File: src/verilog/msp430Pkg.sv
// shared register indices, instruction field positions and types for the operand fetch stage
package msp430Pkg;

    // datapath word and register file geometry
    localparam int dataWidth = 16;
    localparam int numRegs = 16;
    localparam int regIdxWidth = 4;

    // R2 doubles as the status register and CG1, R3 is CG2
    localparam logic [regIdxWidth-1:0] regCg1 = 4'd2;
    localparam logic [regIdxWidth-1:0] regCg2 = 4'd3;

    // debug port uses byte addresses, register n lives at 2n
    localparam int apbAddrWidth = 8;
    // highest legal word-aligned byte address
    localparam int regAddrMax = 2 * (numRegs - 1);

    // instruction word field positions
    // bits 15:14 both zero mark single operand and jump words
    localparam int iwFmtMsb = 15;
    localparam int iwFmtLsb = 14;
    // source register of a double operand word
    localparam int iwSrcRegMsb = 11;
    localparam int iwSrcRegLsb = 8;
    // Ad, the one-bit destination mode of a double operand word
    localparam int iwDstModeBit = 7;
    // As, source mode in double format and the only mode in single format
    localparam int iwModeMsb = 5;
    localparam int iwModeLsb = 4;
    // destination register in double format, the lone register in single format
    localparam int iwRegMsb = 3;
    localparam int iwRegLsb = 0;

    // the four MSP430 addressing modes, encoded as the As field
    typedef enum logic [1:0] {
        modeRegister        = 2'b00,
        modeIndexed         = 2'b01,
        modeIndirect        = 2'b10,
        modeIndirectAutoInc = 2'b11
    } addrMode;

    // instruction layout as seen by operand fetch
    // jumps fall into fmtSingle since only bits 15:14 are inspected
    typedef enum logic {
        fmtSingle = 1'b0,
        fmtDouble = 1'b1
    } opFormat;

endpackage
File: src/verilog/OperandUnit.sv
// operand fetch top, instruction word in and operands out two cycles later, registers via APB
module OperandUnit (
    input  logic                               clk,
    input  logic                               rstN,
    input  logic [msp430Pkg::dataWidth-1:0]    iw,
    input  logic                               iwValid,
    input  logic                               psel,
    input  logic                               penable,
    input  logic                               pwrite,
    input  logic [msp430Pkg::apbAddrWidth-1:0] paddr,
    input  logic [msp430Pkg::dataWidth-1:0]    pwdata,
    output logic [msp430Pkg::dataWidth-1:0]    prdata,
    output logic                               pready,
    output logic                               pslverr,
    output logic                               opValid,
    output logic [msp430Pkg::dataWidth-1:0]    srcOperand,
    output logic [msp430Pkg::dataWidth-1:0]    dstOperand,
    output logic                               srcIsConst,
    output logic                               dstIsConst
);
    import msp430Pkg::*;

    // decode stage outputs
    logic                   decValid;
    opFormat                decFormat;
    logic [regIdxWidth-1:0] decSrcReg;
    addrMode                decSrcMode;
    logic [regIdxWidth-1:0] decDstReg;
    addrMode                decDstMode;

    // constant generator and register read results, same cycle as decode outputs
    logic [dataWidth-1:0] cgSrc;
    logic [dataWidth-1:0] cgDst;
    logic                 cgSrcHit;
    logic                 cgDstHit;
    logic [dataWidth-1:0] rdSrc;
    logic [dataWidth-1:0] rdDst;

    InstructionDecoder i_decoder (
        .clk        (clk),
        .rstN       (rstN),
        .iw         (iw),
        .iwValid    (iwValid),
        .decValid   (decValid),
        .decFormat  (decFormat),
        .decSrcReg  (decSrcReg),
        .decSrcMode (decSrcMode),
        .decDstReg  (decDstReg),
        .decDstMode (decDstMode)
    );

    ConstantGenerator i_constGen (
        .decFormat  (decFormat),
        .decSrcReg  (decSrcReg),
        .decSrcMode (decSrcMode),
        .decDstReg  (decDstReg),
        .decDstMode (decDstMode),
        .cgSrc      (cgSrc),
        .cgDst      (cgDst),
        .cgSrcHit   (cgSrcHit),
        .cgDstHit   (cgDstHit)
    );

    // read in parallel with the constant table
    RegisterFile i_regFile (
        .clk       (clk),
        .rstN      (rstN),
        .psel      (psel),
        .penable   (penable),
        .pwrite    (pwrite),
        .paddr     (paddr),
        .pwdata    (pwdata),
        .prdata    (prdata),
        .pready    (pready),
        .pslverr   (pslverr),
        .decSrcReg (decSrcReg),
        .decDstReg (decDstReg),
        .rdSrc     (rdSrc),
        .rdDst     (rdDst)
    );

    OperandFetch i_fetch (
        .clk        (clk),
        .rstN       (rstN),
        .decValid   (decValid),
        .decFormat  (decFormat),
        .cgSrc      (cgSrc),
        .cgDst      (cgDst),
        .cgSrcHit   (cgSrcHit),
        .cgDstHit   (cgDstHit),
        .rdSrc      (rdSrc),
        .rdDst      (rdDst),
        .opValid    (opValid),
        .srcOperand (srcOperand),
        .dstOperand (dstOperand),
        .srcIsConst (srcIsConst),
        .dstIsConst (dstIsConst)
    );

endmodule

File: src/verilog/OperandFetch.sv
// second pipeline stage, chooses constant or register data per operand and registers the result
module OperandFetch (
    input  logic                            clk,
    input  logic                            rstN,
    input  logic                            decValid,
    input  msp430Pkg::opFormat              decFormat,
    input  logic [msp430Pkg::dataWidth-1:0] cgSrc,
    input  logic [msp430Pkg::dataWidth-1:0] cgDst,
    input  logic                            cgSrcHit,
    input  logic                            cgDstHit,
    input  logic [msp430Pkg::dataWidth-1:0] rdSrc,
    input  logic [msp430Pkg::dataWidth-1:0] rdDst,
    output logic                            opValid,
    output logic [msp430Pkg::dataWidth-1:0] srcOperand,
    output logic [msp430Pkg::dataWidth-1:0] dstOperand,
    output logic                            srcIsConst,
    output logic                            dstIsConst
);
    import msp430Pkg::*;

    // selected values ahead of the output register
    logic [dataWidth-1:0] nextSrc;
    logic [dataWidth-1:0] nextDst;
    logic                 nextSrcConst;
    logic                 nextDstConst;

    always_comb begin
        // dst path always carries an operand
        nextDst      = cgDstHit ? cgDst : rdDst;
        nextDstConst = cgDstHit;

        if (decFormat == fmtDouble) begin
            nextSrc      = cgSrcHit ? cgSrc : rdSrc;
            nextSrcConst = cgSrcHit;
        end else begin
            // no source operand in single format
            // rdSrc points at R0 here and must not leak out
            nextSrc      = '0;
            nextSrcConst = 1'b0;
        end
    end

    // output strobe, one cycle behind decValid
    always_ff @(posedge clk) begin
        if (!rstN) begin
            opValid <= 1'b0;
        end else begin
            opValid <= decValid;
        end
    end

    // operands and their constant flags, held between instructions
    always_ff @(posedge clk) begin
        if (decValid) begin
            srcOperand <= nextSrc;
            dstOperand <= nextDst;
            srcIsConst <= nextSrcConst;
            dstIsConst <= nextDstConst;
        end
    end

endmodule

File: src/verilog/RegisterFile.sv
// CPU register array read by the pipeline and loaded or inspected by a debugger over APB
module RegisterFile (
    input  logic                               clk,
    input  logic                               rstN,
    input  logic                               psel,
    input  logic                               penable,
    input  logic                               pwrite,
    input  logic [msp430Pkg::apbAddrWidth-1:0] paddr,
    input  logic [msp430Pkg::dataWidth-1:0]    pwdata,
    output logic [msp430Pkg::dataWidth-1:0]    prdata,
    output logic                               pready,
    output logic                               pslverr,
    input  logic [msp430Pkg::regIdxWidth-1:0]  decSrcReg,
    input  logic [msp430Pkg::regIdxWidth-1:0]  decDstReg,
    output logic [msp430Pkg::dataWidth-1:0]    rdSrc,
    output logic [msp430Pkg::dataWidth-1:0]    rdDst
);
    import msp430Pkg::*;

    // R0 to R15
    logic [dataWidth-1:0] regs [numRegs];

    // APB decode
    logic                   access;
    logic                   addrOk;
    logic [regIdxWidth-1:0] wordIdx;

    // access phase, psel and penable both high
    assign access = psel && penable;

    // must be word aligned and inside R0..R15
    assign addrOk = (paddr <= apbAddrWidth'(regAddrMax)) && !paddr[0];

    // drop the byte offset bit to get the register number
    assign wordIdx = paddr[regIdxWidth:1];

    // zero wait states, every access completes in one cycle
    assign pready = 1'b1;

    // error only flagged while the bad access is in its access phase
    assign pslverr = access && !addrOk;

    // read data valid during a good read access, zero otherwise
    always_comb begin
        if (access && !pwrite && addrOk) begin
            prdata = regs[wordIdx];
        end else begin
            prdata = '0;
        end
    end

    // debug writes land at the end of the access phase
    // a rejected address leaves the array untouched
    always_ff @(posedge clk) begin
        if (!rstN) begin
            for (int i = 0; i < numRegs; i++) begin
                regs[i] <= '0;
            end
        end else if (access && pwrite && addrOk) begin
            regs[wordIdx] <= pwdata;
        end
    end

    // pipeline read ports, asynchronous
    // a same-cycle APB write is only visible after the edge
    assign rdSrc = regs[decSrcReg];
    assign rdDst = regs[decDstReg];

endmodule

File: src/verilog/ConstantGenerator.sv
// combinational CG1/CG2 decode that turns register and mode pairs into immediate operands
module ConstantGenerator (
    input  msp430Pkg::opFormat                decFormat,
    input  logic [msp430Pkg::regIdxWidth-1:0] decSrcReg,
    input  msp430Pkg::addrMode                decSrcMode,
    input  logic [msp430Pkg::regIdxWidth-1:0] decDstReg,
    input  msp430Pkg::addrMode                decDstMode,
    output logic [msp430Pkg::dataWidth-1:0]   cgSrc,
    output logic [msp430Pkg::dataWidth-1:0]   cgDst,
    output logic                              cgSrcHit,
    output logic                              cgDstHit
);
    import msp430Pkg::*;

    // full As table shared by the double format source and the single format operand
    // result is {hit, value}
    function automatic logic [dataWidth:0] fourModeConst(
        input logic [regIdxWidth-1:0] regIdx,
        input addrMode                mode
    );
        logic [dataWidth:0] result;
        result = '0;
        if (regIdx == regCg1) begin
            // register mode on CG1 is a plain SR access, no constant
            case (mode)
                modeIndexed:         result = {1'b1, 16'h0000};
                modeIndirect:        result = {1'b1, 16'h0004};
                modeIndirectAutoInc: result = {1'b1, 16'h0008};
                default:             result = '0;
            endcase
        end else if (regIdx == regCg2) begin
            // R3 generates in every mode
            case (mode)
                modeRegister:        result = {1'b1, 16'h0000};
                modeIndexed:         result = {1'b1, 16'h0001};
                modeIndirect:        result = {1'b1, 16'h0002};
                modeIndirectAutoInc: result = {1'b1, 16'hffff};
                default:             result = '0;
            endcase
        end
        return result;
    endfunction

    always_comb begin
        // nothing generated unless a table entry matches
        cgSrc    = '0;
        cgSrcHit = 1'b0;
        cgDst    = '0;
        cgDstHit = 1'b0;

        if (decFormat == fmtDouble) begin
            {cgSrcHit, cgSrc} = fourModeConst(decSrcReg, decSrcMode);
            // a generated destination is odd for the assembler but still defined
            // Ad only reaches us as register or indexed
            if (decDstReg == regCg1 && decDstMode == modeIndexed) begin
                cgDst    = 16'h0000;
                cgDstHit = 1'b1;
            end else if (decDstReg == regCg2 && decDstMode == modeRegister) begin
                cgDst    = 16'h0000;
                cgDstHit = 1'b1;
            end else if (decDstReg == regCg2 && decDstMode == modeIndexed) begin
                cgDst    = 16'h0001;
                cgDstHit = 1'b1;
            end
        end else begin
            // single operand and jump words, src stays idle
            {cgDstHit, cgDst} = fourModeConst(decDstReg, decDstMode);
        end
    end

endmodule

File: src/verilog/InstructionDecoder.sv
// first pipeline stage, splits an incoming instruction word into format, register and mode fields
module InstructionDecoder (
    input  logic                              clk,
    input  logic                              rstN,
    input  logic [msp430Pkg::dataWidth-1:0]   iw,
    input  logic                              iwValid,
    output logic                              decValid,
    output msp430Pkg::opFormat                decFormat,
    output logic [msp430Pkg::regIdxWidth-1:0] decSrcReg,
    output msp430Pkg::addrMode                decSrcMode,
    output logic [msp430Pkg::regIdxWidth-1:0] decDstReg,
    output msp430Pkg::addrMode                decDstMode
);
    import msp430Pkg::*;

    // field values for the word currently on iw
    opFormat                nextFormat;
    logic [regIdxWidth-1:0] nextSrcReg;
    addrMode                nextSrcMode;
    logic [regIdxWidth-1:0] nextDstReg;
    addrMode                nextDstMode;

    always_comb begin
        if (iw[iwFmtMsb:iwFmtLsb] == 2'b00) begin
            nextFormat = fmtSingle;
        end else begin
            nextFormat = fmtDouble;
        end

        if (nextFormat == fmtDouble) begin
            nextSrcReg  = iw[iwSrcRegMsb:iwSrcRegLsb];
            nextSrcMode = addrMode'(iw[iwModeMsb:iwModeLsb]);
            nextDstReg  = iw[iwRegMsb:iwRegLsb];
            // Ad is a single bit, so only register and indexed can appear here
            nextDstMode = addrMode'({1'b0, iw[iwDstModeBit]});
        end else begin
            // single operand words carry their operand on the dst path
            // As still selects the mode, see the single operand format
            nextSrcReg  = '0;
            nextSrcMode = modeRegister;
            nextDstReg  = iw[iwRegMsb:iwRegLsb];
            nextDstMode = addrMode'(iw[iwModeMsb:iwModeLsb]);
        end
    end

    // valid strobe, one cycle behind iwValid
    always_ff @(posedge clk) begin
        if (!rstN) begin
            decValid <= 1'b0;
        end else begin
            decValid <= iwValid;
        end
    end

    // field register, held while no instruction arrives
    always_ff @(posedge clk) begin
        if (iwValid) begin
            decFormat  <= nextFormat;
            decSrcReg  <= nextSrcReg;
            decSrcMode <= nextSrcMode;
            decDstReg  <= nextDstReg;
            decDstMode <= nextDstMode;
        end
    end

endmodule

File: config.mk
export PLATFORM = sky130hd
export DESIGN_NAME = OperandUnit
export DESIGN_NICKNAME = d
export VERILOG_FILES = /design/src/verilog/msp430Pkg.sv /design/src/verilog/OperandUnit.sv /design/src/verilog/OperandFetch.sv /design/src/verilog/RegisterFile.sv /design/src/verilog/ConstantGenerator.sv /design/src/verilog/InstructionDecoder.sv
export SDC_FILE = /design/constraint.sdc
export NUM_CORES = 1
export LEC_CHECK = 0
export BUFFER_PORTS_ARGS = -buffer_cell sky130_fd_sc_hd__buf_2
export CORE_MARGIN = 1
export CORE_UTILIZATION = 35
export DETAILED_ROUTE_END_ITERATION = 10
export PLACE_DENSITY = 0.61
export SYNTH_ARGS = -nofsm -noshare
export SYNTH_HDL_FRONTEND = slang
export SYNTH_SLANG_ARGS = --single-unit
export TNS_END_PERCENT = 30
File: constraint.sdc
create_clock -name clk -period 3.67 [get_ports clk]
set_input_delay 0.1835 -clock clk [delete_from_list [all_inputs] [get_ports clk]]
set_output_delay 0.1835 -clock clk [all_outputs]
set_load 0.01 [all_outputs]
==> results.cfg <==
[die]
core_area_um2 = 50200
die_area_um2 = 51800
initial_utilization_pct = 35.5
io_pins = 99
die_h_um = 228
row_count = 82
die_w_um = 228

[power]
seq_power_share_pct = 47.0
clkPwrFrac_pct = 37.2
power_switching_mw = 2.31
p_total_mw = 9.19
power.density_nw_per_um2 = 447
comb_power_share_pct = 15.8
vdd_ir_drop_max_mv = 0.239
internal_power_mw = 6.88
p_leak_nw = 7.05
switching_share_pct = 25.1

[sta]
worst_slack_ns = 1.01
clock_skew_ns = 0.0194
slew_violations = 0
hold_viol = 0
final.setup.tns_ns = 0
rsz0062_at_grt = false
fin_crit_ns = 2.66
finalSetupViolCount = 0
finalCritPeriodShare_pct = 72.4
max_freq_mhz = 376
hold_slack_ns = 0.00803
worst_pin_slew_ns = 1.02
slew_headroom_pct = 32.0

[logic_synthesis]
synth_nets = 1129
ys_types = 42
seq_area_frac_synth_pct = 52.2
synth.cell_area_um2 = 17800
yosys.area.top_type = edfxtp_1
ys_ff_latch = 313
synth.top_cells.by_area = edfxtp_1 51%, mux4_2 30%, and2_1 9.1%
synthFlopType = edfxtp_1
synth_warnings = 0
synth_edf_count = 303
syn_avg_cell_area_um2 = 16.5
netlist.area_leader.share_pct = 51.0
async_flop_share_pct = 0
netlist_instances = 1083

[clock_tree]
cts_setup_buffers = 0
numCtsBuffers = 35
cts.sinks = 313
path_clk_slew_ns = 0.06
cts_root_buf = clkbuf_16
cts_resized = 0
cts_max_path_buffers = 3
clkLatencyLatePin_ns = 0.54
htreeDepth = 2
tritoncts = done

[routing]
first_pass_iters = 5
drt_iter0_drc = 1115
antenna_left = 0
vias = 10700
wl_per_cell_um = 28.0
routed_via_density = 5.69
drt-total-wl_mm = 52.7
drc_errors = 0

[global_routing]
antenna_found_initial = 4
grt_pass1_vias = 10700
grt_usage_pct = 21.0
grt_pass1_wl_mm = 75.7
grt_max_degree = 62
gr-total-overflow = 0

[critical_path]
critPathCaptureType = primary output
crit_path_start_kind = input port
crit_fanout = 40
worstPathArrival_ns = 2.47
cp.required_ns = 3.49
path_class = in2out
r2r_cells = 5

[place]
portBuffers = 94
place_ws_ns = 0.961
gp_congestion = 0.814
dp_cells = 1814
hpwl_mm = 34.4

[run_status]
status = finished, final reports clean

[layout]
drive_gt1_share_pct = 40.3
fin_cells = 1885
nNetsFinal = 1233
fillers = 4431
syn2layout_area_growth_pct = 15.2

[flow_run]
cap_violations = 0

[hold_path]
hp-class = in2reg
hold_path_depth = 2
## area by class of cell
| type | instances | area [um^2] | share of cell area [%] |
|---|---|---|---|
| sequential | 313 | 9310 | 45.3 |
| multi-input combinational | 640 | 8000 | 39.0 |
| timing repair buffer | 167 | 1170 | 5.69 |
| clock buffer | 43 | 958 | 4.67 |
| tap | 672 | 841 | 4.09 |
| clock inverter | 19 | 141 | 0.688 |
| inverter | 30 | 113 | 0.548 |
| antenna | 1 | 2.50 | 0.0122 |
## cell usage after synthesis, drive strengths merged, types with 2 or more instances
library cell  instances
dfxtp                10
and2                260
nor3                  3
nand4b                2
mux4                239
nor4                  3
nand2b                6
nor2                 15
edfxtp              303
buf                  46
nand2                10
nor2b                25
clkbuf               54
or4                   4
inv                  30
o21ai                37
mux2                  9
a22oi                 2
a32o                  3
nand3                 5
nor3b                 4
or3                   2
## cells by family after synthesis
logic type	share of synthesized area [%]
flops	52.2
xor+xnor	0.0491
other cells	0.0210
simple gates	12.3
compound gates	1.50
buf+inv	3.16
mux	30.8
## per-stage QoR
step | cell area (um^2) | util (%)
6_report | 20500 | 40.9
5_1_grt | 20500 | 40.9
4_1_cts | 20500 | 40.9
3_5_place_dp | 19400 | 38.6
3_3_place_gp | 19400 | 38.6
2_1_floorplan | 17800 | -
## worst paths after layout
kind,start,to,slack (ns)
min reg2reg,i_decoder.decDstReg[1],flop,0.50
max,paddr[2],prdata[0],1.01
max reg2reg,flop,i_fetch.dstOperand[11],1.06
min,iw[11],i_decoder.decSrcReg[3],0.008
## state kept, by name (all words and copies together), names as in the netlist, named ones only
signal,flops
i_decoder.decDstMode,2
i_decoder.decDstReg,4
i_decoder.decFormat,1
i_decoder.decSrcMode,2
i_decoder.decSrcReg,4
i_decoder.decValid,1
i_fetch.dstIsConst,1
i_fetch.dstOperand,16
i_fetch.opValid,1
i_fetch.srcIsConst,1
i_fetch.srcOperand,16
i_regFile.regs,256
## placed cells by master (no fill, tap or decap), types with 10 or more instances in the layout
| cell type | Yosys | layout |
|---|---|---|
| clkbuf_16 | 0 | 37 |
| buf_2 | 36 | 92 |
| inv_1 | 29 | 29 |
| and2_1 | 260 | 260 |
| o21ai_2 | 0 | 10 |
| buf_12 | 0 | 10 |
| nor2b_1 | 25 | 25 |
| buf_4 | 6 | 57 |
| edfxtp_1 | 303 | 303 |
| mux4_2 | 239 | 239 |
| nand2_1 | 10 | 10 |
| o21ai_0 | 35 | 25 |
## metal layers
metal  vias up  track usage (%)  share of wire [%]
li1       4500                -                  -
met1      5555             27.6                 38
met2       534             34.5                 49
met3       129             3.86                9.1
met4         0             8.31                3.9
met5         -                0                  0
## power groups by stage
| stage | combinational [mW] | clock [mW] | sequential [mW] |
|---|---|---|---|
| floorplan | 0.993 | 0 | 4.31 |
| global placement | 1.44 | 0 | 4.38 |
| detailed placement | 1.45 | 0 | 4.39 |
| CTS | 1.46 | 3.48 | 4.32 |
| global route | 1.53 | 3.60 | 4.35 |
| finish | 1.45 | 3.42 | 4.32 |
## worst max-delay path, stage by stage
cell and delay [ns]:
buf_4 0.56, buf_4 0.40, mux4_2 0.35, mux4_2 0.57
nor2b_1 0.16, buf_2 0.17
## what timing repair did
item                                    in CTS  in global routing
endpoints found under the setup margin       0                  0
hold buffers                                 8                  0
hold endpoints to repair                    13                  0
(Power assumes the default switching activity.)
